<file path="config.mk">
export PLATFORM = sky130hd
export DESIGN_NAME = rq_scale_top
export DESIGN_NICKNAME = d
export VERILOG_FILES = /design/src/hdl/rq_pkg.sv /design/src/hdl/rq_scale_top.sv /design/src/hdl/rq_round_clip.sv /design/src/hdl/rq_product_pipe.sv /design/src/hdl/rq_shift_plan.sv
export VERILOG_INCLUDE_DIRS = /design/src /design/src/include
export SDC_FILE = /design/constraint.sdc
export NUM_CORES = 2
export LEC_CHECK = 0
export BUFFER_PORTS_ARGS = -buffer_cell sky130_fd_sc_hd__buf_4
export CORE_UTILIZATION = 67
export DETAILED_ROUTE_END_ITERATION = 10
export PLACE_DENSITY = 0.87
export REMOVE_ABC_BUFFERS = 1
export SETUP_SLACK_MARGIN = 0.05
export SYNTH_ARGS = -nofsm -noshare
export SYNTH_HDL_FRONTEND = slang
export SYNTH_HIERARCHICAL = 1
export SYNTH_SLANG_ARGS = --single-unit
</file>
<file path="constraint.sdc">
create_clock -name clk -period 10.9 [get_ports clk]
set_input_delay 0.545 -clock clk [delete_from_list [all_inputs] [get_ports clk]]
set_output_delay 0.545 -clock clk [all_outputs]
set_load 0.005 [all_outputs]
</file>
<file path="src/include/rq_cfg.svh">
// requantization configuration
`ifndef RQ_CFG_SVH
`define RQ_CFG_SVH

// lane count
`define RQ_LANES    6

// datapath widths
`define RQ_ACC_W    22
`define RQ_COEF_W   9
`define RQ_PROD_W   18
`define RQ_OUT_W    8
`define RQ_SHIFT_W  4
`define RQ_FRAC_W   5

// window offsets into the accumulator
`define RQ_LO_OFS   8
`define RQ_HI_OFS   13

`endif
</file>
<file path="src/hdl/rq_pkg.sv">
// requantization types
`include "rq_cfg.svh"

package rq_pkg;

    // per-lane scalars, signed datapath
    typedef logic signed [`RQ_ACC_W-1:0]  acc_t;
    typedef logic signed [`RQ_COEF_W-1:0] coef_t;
    typedef logic signed [`RQ_PROD_W-1:0] prod_t;
    typedef logic signed [`RQ_OUT_W-1:0]  out_t;

    // shift count and fraction position are plain magnitudes
    typedef logic [`RQ_SHIFT_W-1:0] shift_t;
    typedef logic [`RQ_FRAC_W-1:0]  frac_t;

    // lane vectors, element 0 is lane 0
    typedef acc_t   [`RQ_LANES-1:0] acc_vec_t;
    typedef coef_t  [`RQ_LANES-1:0] coef_vec_t;
    typedef prod_t  [`RQ_LANES-1:0] prod_vec_t;
    typedef out_t   [`RQ_LANES-1:0] out_vec_t;
    typedef shift_t [`RQ_LANES-1:0] shift_vec_t;

    // 1 picks the high window
    typedef logic [`RQ_LANES-1:0] sel_vec_t;

endpackage

</file>
<file path="src/hdl/rq_scale_top.sv">
// requantization stage top
`timescale 1ns/1ns

module rq_scale_top (
    input  logic              clk,
    input  logic              rst_n,
    input  rq_pkg::acc_vec_t  acc_in,
    input  rq_pkg::coef_vec_t coef_in,
    input  rq_pkg::frac_t     frac_n,
    input  logic              in_valid,
    output rq_pkg::out_vec_t  res_out,
    output logic              res_valid
);

    import rq_pkg::*;

    sel_vec_t   win_sel;
    shift_vec_t shift_d2;
    logic       valid_d2;
    prod_vec_t  prod;

    // window choice and shift count, two cycles deep
    rq_shift_plan u_shift_plan (
        .clk      (clk),
        .rst_n    (rst_n),
        .acc_in   (acc_in),
        .frac_n   (frac_n),
        .in_valid (in_valid),
        .win_sel  (win_sel),
        .shift_d2 (shift_d2),
        .valid_d2 (valid_d2)
    );

    rq_product_pipe u_product_pipe (
        .clk     (clk),
        .rst_n   (rst_n),
        .acc_in  (acc_in),
        .coef_in (coef_in),
        .win_sel (win_sel),
        .prod    (prod)
    );

    // third cycle
    rq_round_clip u_round_clip (
        .clk       (clk),
        .rst_n     (rst_n),
        .prod      (prod),
        .shift_d2  (shift_d2),
        .valid_d2  (valid_d2),
        .res_out   (res_out),
        .res_valid (res_valid)
    );

endmodule

</file>
<file path="src/hdl/rq_round_clip.sv">
// shift, round and saturate
`timescale 1ns/1ns
`include "rq_cfg.svh"

module rq_round_clip (
    input  logic               clk,
    input  logic               rst_n,
    input  rq_pkg::prod_vec_t  prod,
    input  rq_pkg::shift_vec_t shift_d2,
    input  logic               valid_d2,
    output rq_pkg::out_vec_t   res_out,
    output logic               res_valid
);

    import rq_pkg::*;

    // one extra bit so the rounding carry cannot wrap
    localparam int SUM_W = `RQ_PROD_W + 1;

    localparam logic signed [SUM_W-1:0] SAT_MAX = SUM_W'((1 << (`RQ_OUT_W - 1)) - 1);
    localparam logic signed [SUM_W-1:0] SAT_MIN = ~SAT_MAX;

    out_vec_t res_next;

    for (genvar i = 0; i < `RQ_LANES; i++) begin : g_lane
        prod_t                   p;
        shift_t                  s;
        prod_t                   shifted;
        logic                    round_bit;
        logic signed [SUM_W-1:0] sum;
        out_t                    clipped;

        assign p = prod[i];
        assign s = shift_d2[i];

        assign shifted = p >>> s;

        // half up: add the last bit shifted out
        assign round_bit = (s != '0) ? p[s - 1'b1] : 1'b0;

        assign sum = $signed({shifted[`RQ_PROD_W-1], shifted})
                   + $signed({{`RQ_PROD_W{1'b0}}, round_bit});

        always_comb begin
            if (sum > SAT_MAX) begin
                clipped = SAT_MAX[`RQ_OUT_W-1:0];
            end else if (sum < SAT_MIN) begin
                clipped = SAT_MIN[`RQ_OUT_W-1:0];
            end else begin
                clipped = sum[`RQ_OUT_W-1:0];
            end
        end

        assign res_next[i] = clipped;
    end

    // result holds between frames
    always_ff @(posedge clk or negedge rst_n) begin
        if (!rst_n) begin
            res_out   <= '0;
            res_valid <= 1'b0;
        end else begin
            res_valid <= valid_d2;
            if (valid_d2) begin
                res_out <= res_next;
            end
        end
    end

endmodule

</file>
<file path="src/hdl/rq_product_pipe.sv">
// windowed multiply pipeline
`timescale 1ns/1ns
`include "rq_cfg.svh"

module rq_product_pipe (
    input  logic              clk,
    input  logic              rst_n,
    input  rq_pkg::acc_vec_t  acc_in,
    input  rq_pkg::coef_vec_t coef_in,
    input  rq_pkg::sel_vec_t  win_sel,
    output rq_pkg::prod_vec_t prod
);

    import rq_pkg::*;

    coef_vec_t win_now;
    coef_vec_t win_q;
    coef_vec_t coef_q;
    prod_vec_t prod_now;

    for (genvar i = 0; i < `RQ_LANES; i++) begin : g_lane
        acc_t  acc;
        coef_t win_lo;
        coef_t win_hi;
        coef_t op_a;
        coef_t op_b;
        prod_t lane_prod;

        assign acc = acc_in[i];

        // bits 16..8 or 21..13
        assign win_lo = acc[`RQ_LO_OFS +: `RQ_COEF_W];
        assign win_hi = acc[`RQ_HI_OFS +: `RQ_COEF_W];

        assign win_now[i] = win_sel[i] ? win_hi : win_lo;

        // signed locals keep the multiply signed
        assign op_a      = win_q[i];
        assign op_b      = coef_q[i];
        assign lane_prod = op_a * op_b;

        assign prod_now[i] = lane_prod;
    end

    // operand stage
    always_ff @(posedge clk or negedge rst_n) begin
        if (!rst_n) begin
            win_q  <= '0;
            coef_q <= '0;
        end else begin
            win_q  <= win_now;
            coef_q <= coef_in;
        end
    end

    // product stage
    always_ff @(posedge clk or negedge rst_n) begin
        if (!rst_n) begin
            prod <= '0;
        end else begin
            prod <= prod_now;
        end
    end

endmodule

</file>
<file path="src/hdl/rq_shift_plan.sv">
// window choice and shift planning
`timescale 1ns/1ns
`include "rq_cfg.svh"

module rq_shift_plan (
    input  logic               clk,
    input  logic               rst_n,
    input  rq_pkg::acc_vec_t   acc_in,
    input  rq_pkg::frac_t      frac_n,
    input  logic               in_valid,
    output rq_pkg::sel_vec_t   win_sel,
    output rq_pkg::shift_vec_t shift_d2,
    output logic               valid_d2
);

    import rq_pkg::*;

    // two guard bits so n minus offset stays signed
    localparam int DIFF_W = `RQ_FRAC_W + 2;

    localparam logic signed [DIFF_W-1:0] LO_OFS    = DIFF_W'(`RQ_LO_OFS);
    localparam logic signed [DIFF_W-1:0] HI_OFS    = DIFF_W'(`RQ_HI_OFS);
    localparam logic signed [DIFF_W-1:0] SHIFT_MAX = DIFF_W'((1 << `RQ_SHIFT_W) - 1);

    shift_vec_t shift_now;
    shift_vec_t shift_d1;
    logic       valid_d1;

    for (genvar i = 0; i < `RQ_LANES; i++) begin : g_lane
        acc_t                     acc;
        logic                     hi_sel;
        logic signed [DIFF_W-1:0] diff;
        shift_t                   lane_shift;

        assign acc = acc_in[i];

        // low window is safe only if the top bits are pure sign extension
        assign hi_sel = (acc[`RQ_HI_OFS +: `RQ_COEF_W] != {`RQ_COEF_W{acc[`RQ_ACC_W-1]}});

        assign diff = $signed({2'b00, frac_n}) - (hi_sel ? HI_OFS : LO_OFS);

        // clamp to 0..15
        always_comb begin
            if (diff < 0) begin
                lane_shift = '0;
            end else if (diff > SHIFT_MAX) begin
                lane_shift = '1;
            end else begin
                lane_shift = diff[`RQ_SHIFT_W-1:0];
            end
        end

        assign win_sel[i]   = hi_sel;
        assign shift_now[i] = lane_shift;
    end

    // delay to line up with the product pipe
    always_ff @(posedge clk or negedge rst_n) begin
        if (!rst_n) begin
            shift_d1 <= '0;
            shift_d2 <= '0;
            valid_d1 <= 1'b0;
            valid_d2 <= 1'b0;
        end else begin
            shift_d1 <= shift_now;
            shift_d2 <= shift_d1;
            valid_d1 <= in_valid;
            valid_d2 <= valid_d1;
        end
    end

endmodule

</file>
---- Yosys cells after proc, flatten, opt, wreduce, memory -nomap -nowiden ----
Cells that the tools add are included.
word-level totals
  register bits ........................... 315
  bits in latches ......................... 0
  memory bits (writable) .................. 0
  ROM bits ................................ 0
  input bits .............................. 194
  output and inout port bits .............. 49
  word-level logic and storage cells ...... 165
  memories kept ........................... 0
cells by class
  add/subtract/negate cells ............... 18
  $mul .................................... 6
  div/mod/pow operators ................... 0
  magnitude comparators ................... 30
  eq/ne operators ......................... 6
  shift operators ......................... 6
  multiplexer cells ....................... 54
  bitwise gates (word level) .............. 0
  reductions and logical operators ........ 6
operator list
  operator                                              number
  adder 18 x 2 -> 19 bit                                6
  > comparator 19 x 8 -> 1 bit (second input constant)  6
  < comparator 19 x 8 -> 1 bit (second input constant)  6
  multiplier 9 x 9 -> 18 bit                            6
  >>> shifter 18 x 4 -> 18 bit                          6
  two-way mux 8 bit                                     12
  two-way mux 9 bit                                     6
  two-way mux 4 bit                                     12
  != test 8 bit                                         6
  > comparator 7 x 5 -> 1 bit (second input constant)   6
  < comparator 7 x 1 -> 1 bit (second input constant)   6
  < comparator 4 x 6 -> 1 bit (second input constant)   6
  subtractor 5 x 4 -> 6 bit                             6
  binary-select mux 1 bit (select 4 bit)                6
  nonzero test 4 bit                                    6
  subtractor 4 x 1 -> 4 bit (second input constant)     6
  two-way mux 3 bit                                     6
  two-way mux 1 bit                                     12

---- Longest topological paths before layout ----
  depth after elaboration ................. 8
  depth in mapped cells ................... 23
  depth with buffers taken out ............ 19

---- Cells and area by module ----
Netlist, hierarchy kept.
modules (own cells, without submodules)
  module           times used  cells an instance  area each (um^2)
  rq_product_pipe  1           2,209              23,839.1
  rq_round_clip    1           1,348              11,865.1
  rq_shift_plan    1           257                2,625.0

---- Worst setup path before layout ----
Ideal clock, no wire load.
  path type ............................... flip-flop to flip-flop
  start point ............................. register u_product_pipe.coef_q, in the netlist u_product_pipe/g_lane[3].op_b[1]
  end point ............................... register u_product_pipe/prod[70] in the netlist's numbering
  arrival ................................. 4,797 ps
  required time ........................... 10,762 ps
  setup slack ............................. 5,964 ps
  cell stages (with the launch flop) ...... 16
  path buffers ............................ 1
  clock period less this slack ............ 4,936 ps
  cells stage by stage .................... dfrtp_1 -> clkbuf_1 -> and2_1 -> fa_1 -> inv_1 -> fa_1 -> inv_1 -> fa_1 -> fa_1 -> ha_1 -> ha_1 -> a2111oi_2 -> o21a_1 -> o31a_1 -> nor3_1 -> or4b_1
on the way
  longest elaborated chain between the ends .. 1
RTL lines
  item                                        line                   source
  start: declaration                          rq_product_pipe.sv:18  coef_vec_t coef_q;
  start signal: assignment                    rq_product_pipe.sv:52  coef_q <= coef_in;
  multiplier 9 x 9 -> 18 bit                  rq_product_pipe.sv:40  assign lane_prod = op_a * op_b;
  net u_product_pipe.g_lane[3].lane_prod[16]  rq_product_pipe.sv:27  prod_t lane_prod;
  end signal: assignment                      rq_product_pipe.sv:61  prod <= prod_now;
  end: declaration                            rq_product_pipe.sv:11  output rq_pkg::prod_vec_t prod
The timed path passes the listed nets, and every way through them passes these cells.
A chain may end at the register's enable or synchronous reset.

---- Worst setup path after layout ----
  start point ............................. register u_shift_plan/shift_d2[4] in the netlist's numbering
  end point ............................... register u_round_clip/res_out[13] in the netlist's numbering
on the way
  longest elaborated chain between the ends .. 8
  elaborated cells between the ends (all ways) .. 11
RTL lines
  item                                     line                 source
  start: declaration                       rq_shift_plan.sv:12  output rq_pkg::shift_vec_t shift_d2,
  start signal: assignment                 rq_shift_plan.sv:66  shift_d2 <= shift_d1;
  subtractor 4 x 1 -> 4 bit                rq_round_clip.sv:39  assign round_bit = (s != '0) ? p[s - 1'b1] : 1'b0;
  binary-select mux 1 bit (select 4 bit)   rq_round_clip.sv:39
  two-way mux 1 bit (implied by the code)  rq_round_clip.sv:39
  two-way mux 1 bit                        rq_round_clip.sv:39
  adder 18 x 2 -> 19 bit *                 rq_round_clip.sv:41  assign sum = $signed({shifted[`RQ_PROD_W-1], shifted})
  < comparator 19 x 8 -> 1 bit             rq_round_clip.sv:47  end else if (sum < SAT_MIN) begin
  two-way mux 8 bit                        rq_round_clip.sv:47
  two-way mux 8 bit *                      rq_round_clip.sv:45  if (sum > SAT_MAX) begin
  end signal: assignment                   rq_round_clip.sv:65  res_out <= res_next;
  end: declaration                         rq_round_clip.sv:11  output rq_pkg::out_vec_t res_out,
Every way passes the cells marked *; elsewhere a longest branch is shown, timed or not. The select of a mux whose other input is x is not followed.

==> impl_metrics.toml <==
[status]
status = "finished, violations left"
violations = "negative hold slack"

[cells_and_area]
n_fill_cell = 3763
fin_nets = 4801
area_delta_synth_final_pct = 8.25
drive_above_1_share_pct = 14.1
final-seq-area_um2 = 7890
multi_input_area_um2 = 27900
finalNonFillerCells = 4703

[die]
dieArea_um2 = 58200
pin_count = 243
die_y_um = 241
initial_core_util_pct = 67.8
fp.dieW_um = 241
placementRows = 87
core-area_um2 = 56500

[clock_tree]
cts_tree = "built"
cts_sinks = 315
cts_setup_buffers = 0
path_clk_slew_ps = 60
ctsResizeCount = 0
clock_latency_ps = 560
cts_buffers = 38
clockBufferDepth = 3
h-tree-depth = 2
cts_hold_buf = 0
cts_root_buf = "clkbuf_16"

[global_routing]
antenna_found_initial = 4
grt_overflow = 0
grt_pass1_vias = 29600
grt_max_degree = 148
grt_pass1_wl_um = 141000
grt_usage_pct = 29.7

[critical_path]
r2r_slack_ps = 5150
cp-start-kind = "flop"
critPathCaptureType = "flop"
reg2reg_to = "u_round_clip/res_out[13]"
worst_ep_required_time_ps = 11300
cp.arrival_ps = 6160
worst-setup-path-type = "flop to flop"
reg2regPathDepth = 17
reg2reg_from = "u_shift_plan/shift_d2[4]"
critPathMaxFanout = 28

[synth]
avgSynthCellArea_um2 = 10.0
netlist_area_um2 = 38300
synthDistinctLibCells = 108
async_flop_share_pct = 100
synth_warnings = 6
ys.flop_type = "dfrtp_1"
ys_ff_latch = 315
synth_edf_count = 0
syn_inst = 3814
ys_seq_area_share_pct = 20.6

[power_and_ir_drop]
power_density_nw_per_um2 = 258
leakage_uw = 0.0193
ir_drop_mv = 0.193

[min_path]
hold_path_class = "input pin to async pin"

[timing]
fin_tns_setup_ps = 0
rsz0062_at_grt = "false"
setup_viol = 0
relSlewSlack_pct = 25.3
holdWs_ps = -17.1
tightest_slew_ps = 1120
hold_viol = 3
max_freq_ghz = 0.174
final.setup_skew_ps = 13.6
slew_viol_final = 0
finalCritPeriodShare_pct = 52.8
finalCriticalPeriod_ps = 5750

[place]
port_buffers = 194
hpwl_um = 63300
place_inst = 4633
gp_congestion = 0.940

[job]
maxCapViolations = 0

[detailed_routing]
wl_per_cell_um = 17.7
firstDrtPassIters = 7
wirelength_um = 83400
vias = 28700
drc_errors = 0
via_per_inst = 6.10
drt_iter0_markers = 2049
drtAntennaViolNets = 0
## layout make-up
cell class	count	area share [%]
Clock inverter	14	0.528
Multi-Input combinational cell	2859	67.2
Inverter	495	4.48
Antenna cell	3	0.0181
Sequential cell	315	19.0
Tap cell	756	2.28
Timing Repair Buffer	208	3.81
Clock buffer	53	2.70
## worst max path at each step
stage                              startpoint                       end  slack, ps  cells after the start
global placement    u_shift_plan/shift_d2[16]  u_round_clip/res_out[32]       5590                     16
global route         u_shift_plan/shift_d2[4]  u_round_clip/res_out[13]       4760                     17
CTS                  u_shift_plan/shift_d2[4]  u_round_clip/res_out[13]       5210                     17
finish               u_shift_plan/shift_d2[4]  u_round_clip/res_out[13]       5150                     17
floorplan            u_shift_plan/shift_d2[0]   u_round_clip/res_out[0]       5800                     16
detailed placement   u_shift_plan/shift_d2[4]  u_round_clip/res_out[13]       5280                     17
## kinds of logic (layout without fill, tap and decap cells)
group	after synthesis	in the layout	share of synthesized area (%)
multiplexers	350	350	13.8
flip-flops	315	315	20.6
buffers and inverters	640	770	6.71
other	0	3	0
AND/OR/NAND/NOR	1114	1114	14.7
adder cells (fa/ha/maj)	690	690	30.8
AO/OA/AOI/OAI	540	540	9.71
XOR/XNOR	165	165	3.77
## power by group
part	internal [µW]	leakage [µW]	switching (µW)
registers	1550	0.00373	457
logic	3440	0.0149	3910
clock network	840	0.000651	517
## state kept, by name, indices dropped and copies added (netlist names)
register / cells
u_product_pipe/g_lane.op_a: 54
u_product_pipe/g_lane.op_b: 54
u_product_pipe/prod: 108
u_round_clip/res_out: 48
u_round_clip/res_valid: 1
u_shift_plan/shift_d1: 24
u_shift_plan/shift_d2: 24
u_shift_plan/valid_d1: 1
u_shift_plan/valid_d2: 1
## worst max-delay path: stages (launching register included)
cell,delay [ps]
dfrtp_1,1080
clkinv_1,490
ha_1,550
mux4_2,520
mux2_2,290
nor2b_1,130
a311oi_1,240
a21oi_1,130
ha_1,260
ha_1,220
nand2b_1,240
nor3_1,140
nand2_1,120
nand3b_1,80
a221oi_1,350
a41oi_1,310
o21ai_0,320
o21ai_0,140
## metrics by stage
| stage | setup WS [ps] | util (%) | instance area (µm²) | hold WS (ps) | total power (µW) |
|---|---|---|---|---|---|
| CTS | 5210 | 73.4 | 41500 | 43.6 | 10700 |
| global route | 4760 | 73.4 | 41500 | 54.3 | 11700 |
| global placement | 5590 | 71.1 | 40100 | 333 | 8890 |
| finish | 5150 | 73.4 | 41500 | -17.1 | 10700 |
| detailed placement | 5280 | 71.1 | 40100 | 336 | 9200 |
| floorplan | 5800 | - | 37600 | 249 | 7550 |
## synthesized netlist by cell type, types with 12 or more instances
library cell  count  area [µm²]
inv_1           482        1810
fa_1            420        8410
nand2_1         372        1400
dfrtp_1         315        7880
ha_1            270        3380
and2_1          225        1410
nor2_1          167         627
o21ai_0         119         596
xnor2_1         116        1020
mux2_2          115        1290
a21oi_1         111         556
mux4_2          110        2480
mux2i_1         109        1090
clkbuf_1         81         304
nor2b_1          54         338
nor3_1           53         265
nand2b_1         49         307
xor2_1           49         429
nand3_1          45         225
nor4_1           24         150
o21a_1           24         180
and3_1           23         144
buf_2            23         115
o22ai_1          23         144
a21o_1           22         165
or3_1            21         131
nand4_1          20         125
a211oi_1         19         143
o31a_1           18         158
a31oi_1          17         106
buf_1            17        63.8
o21ai_1          17        85.1
o211ai_1         16         120
o2bb2ai_1        16         140
or2_2            16         100
mux4_1           15         394
buf_4            12        90.1
## layer usage
metal | GRT usage [%] | share of wire [%]
met1 | 38.5 | 41
met2 | 51.2 | 51
met3 | 3.84 | 5.4
met4 | 10.9 | 3.1
met5 | 0 | 0
## cell usage in the layout (no fill, tap or decap), types with 17 or more instances in the layout
cell,instances
inv_1,482
and2_1,225
ha_1,270
o21ai_1,17
nor2b_1,54
o31a_1,18
o22ai_1,23
fa_1,420
o21a_1,24
a31oi_1,17
nand2b_1,49
clkbuf_16,41
nor4_1,24
nand4_1,20
xnor2_1,116
or3_1,21
a211oi_1,19
mux2_2,115
o21ai_0,119
a21o_1,22
nor2_1,167
dfrtp_1,313
mux4_2,110
mux2i_1,109
a21oi_1,111
nand2_1,372
and3_1,23
buf_4,206
nand3_1,45
xor2_1,49
nor3_1,53
(Power assumes the default switching activity.)
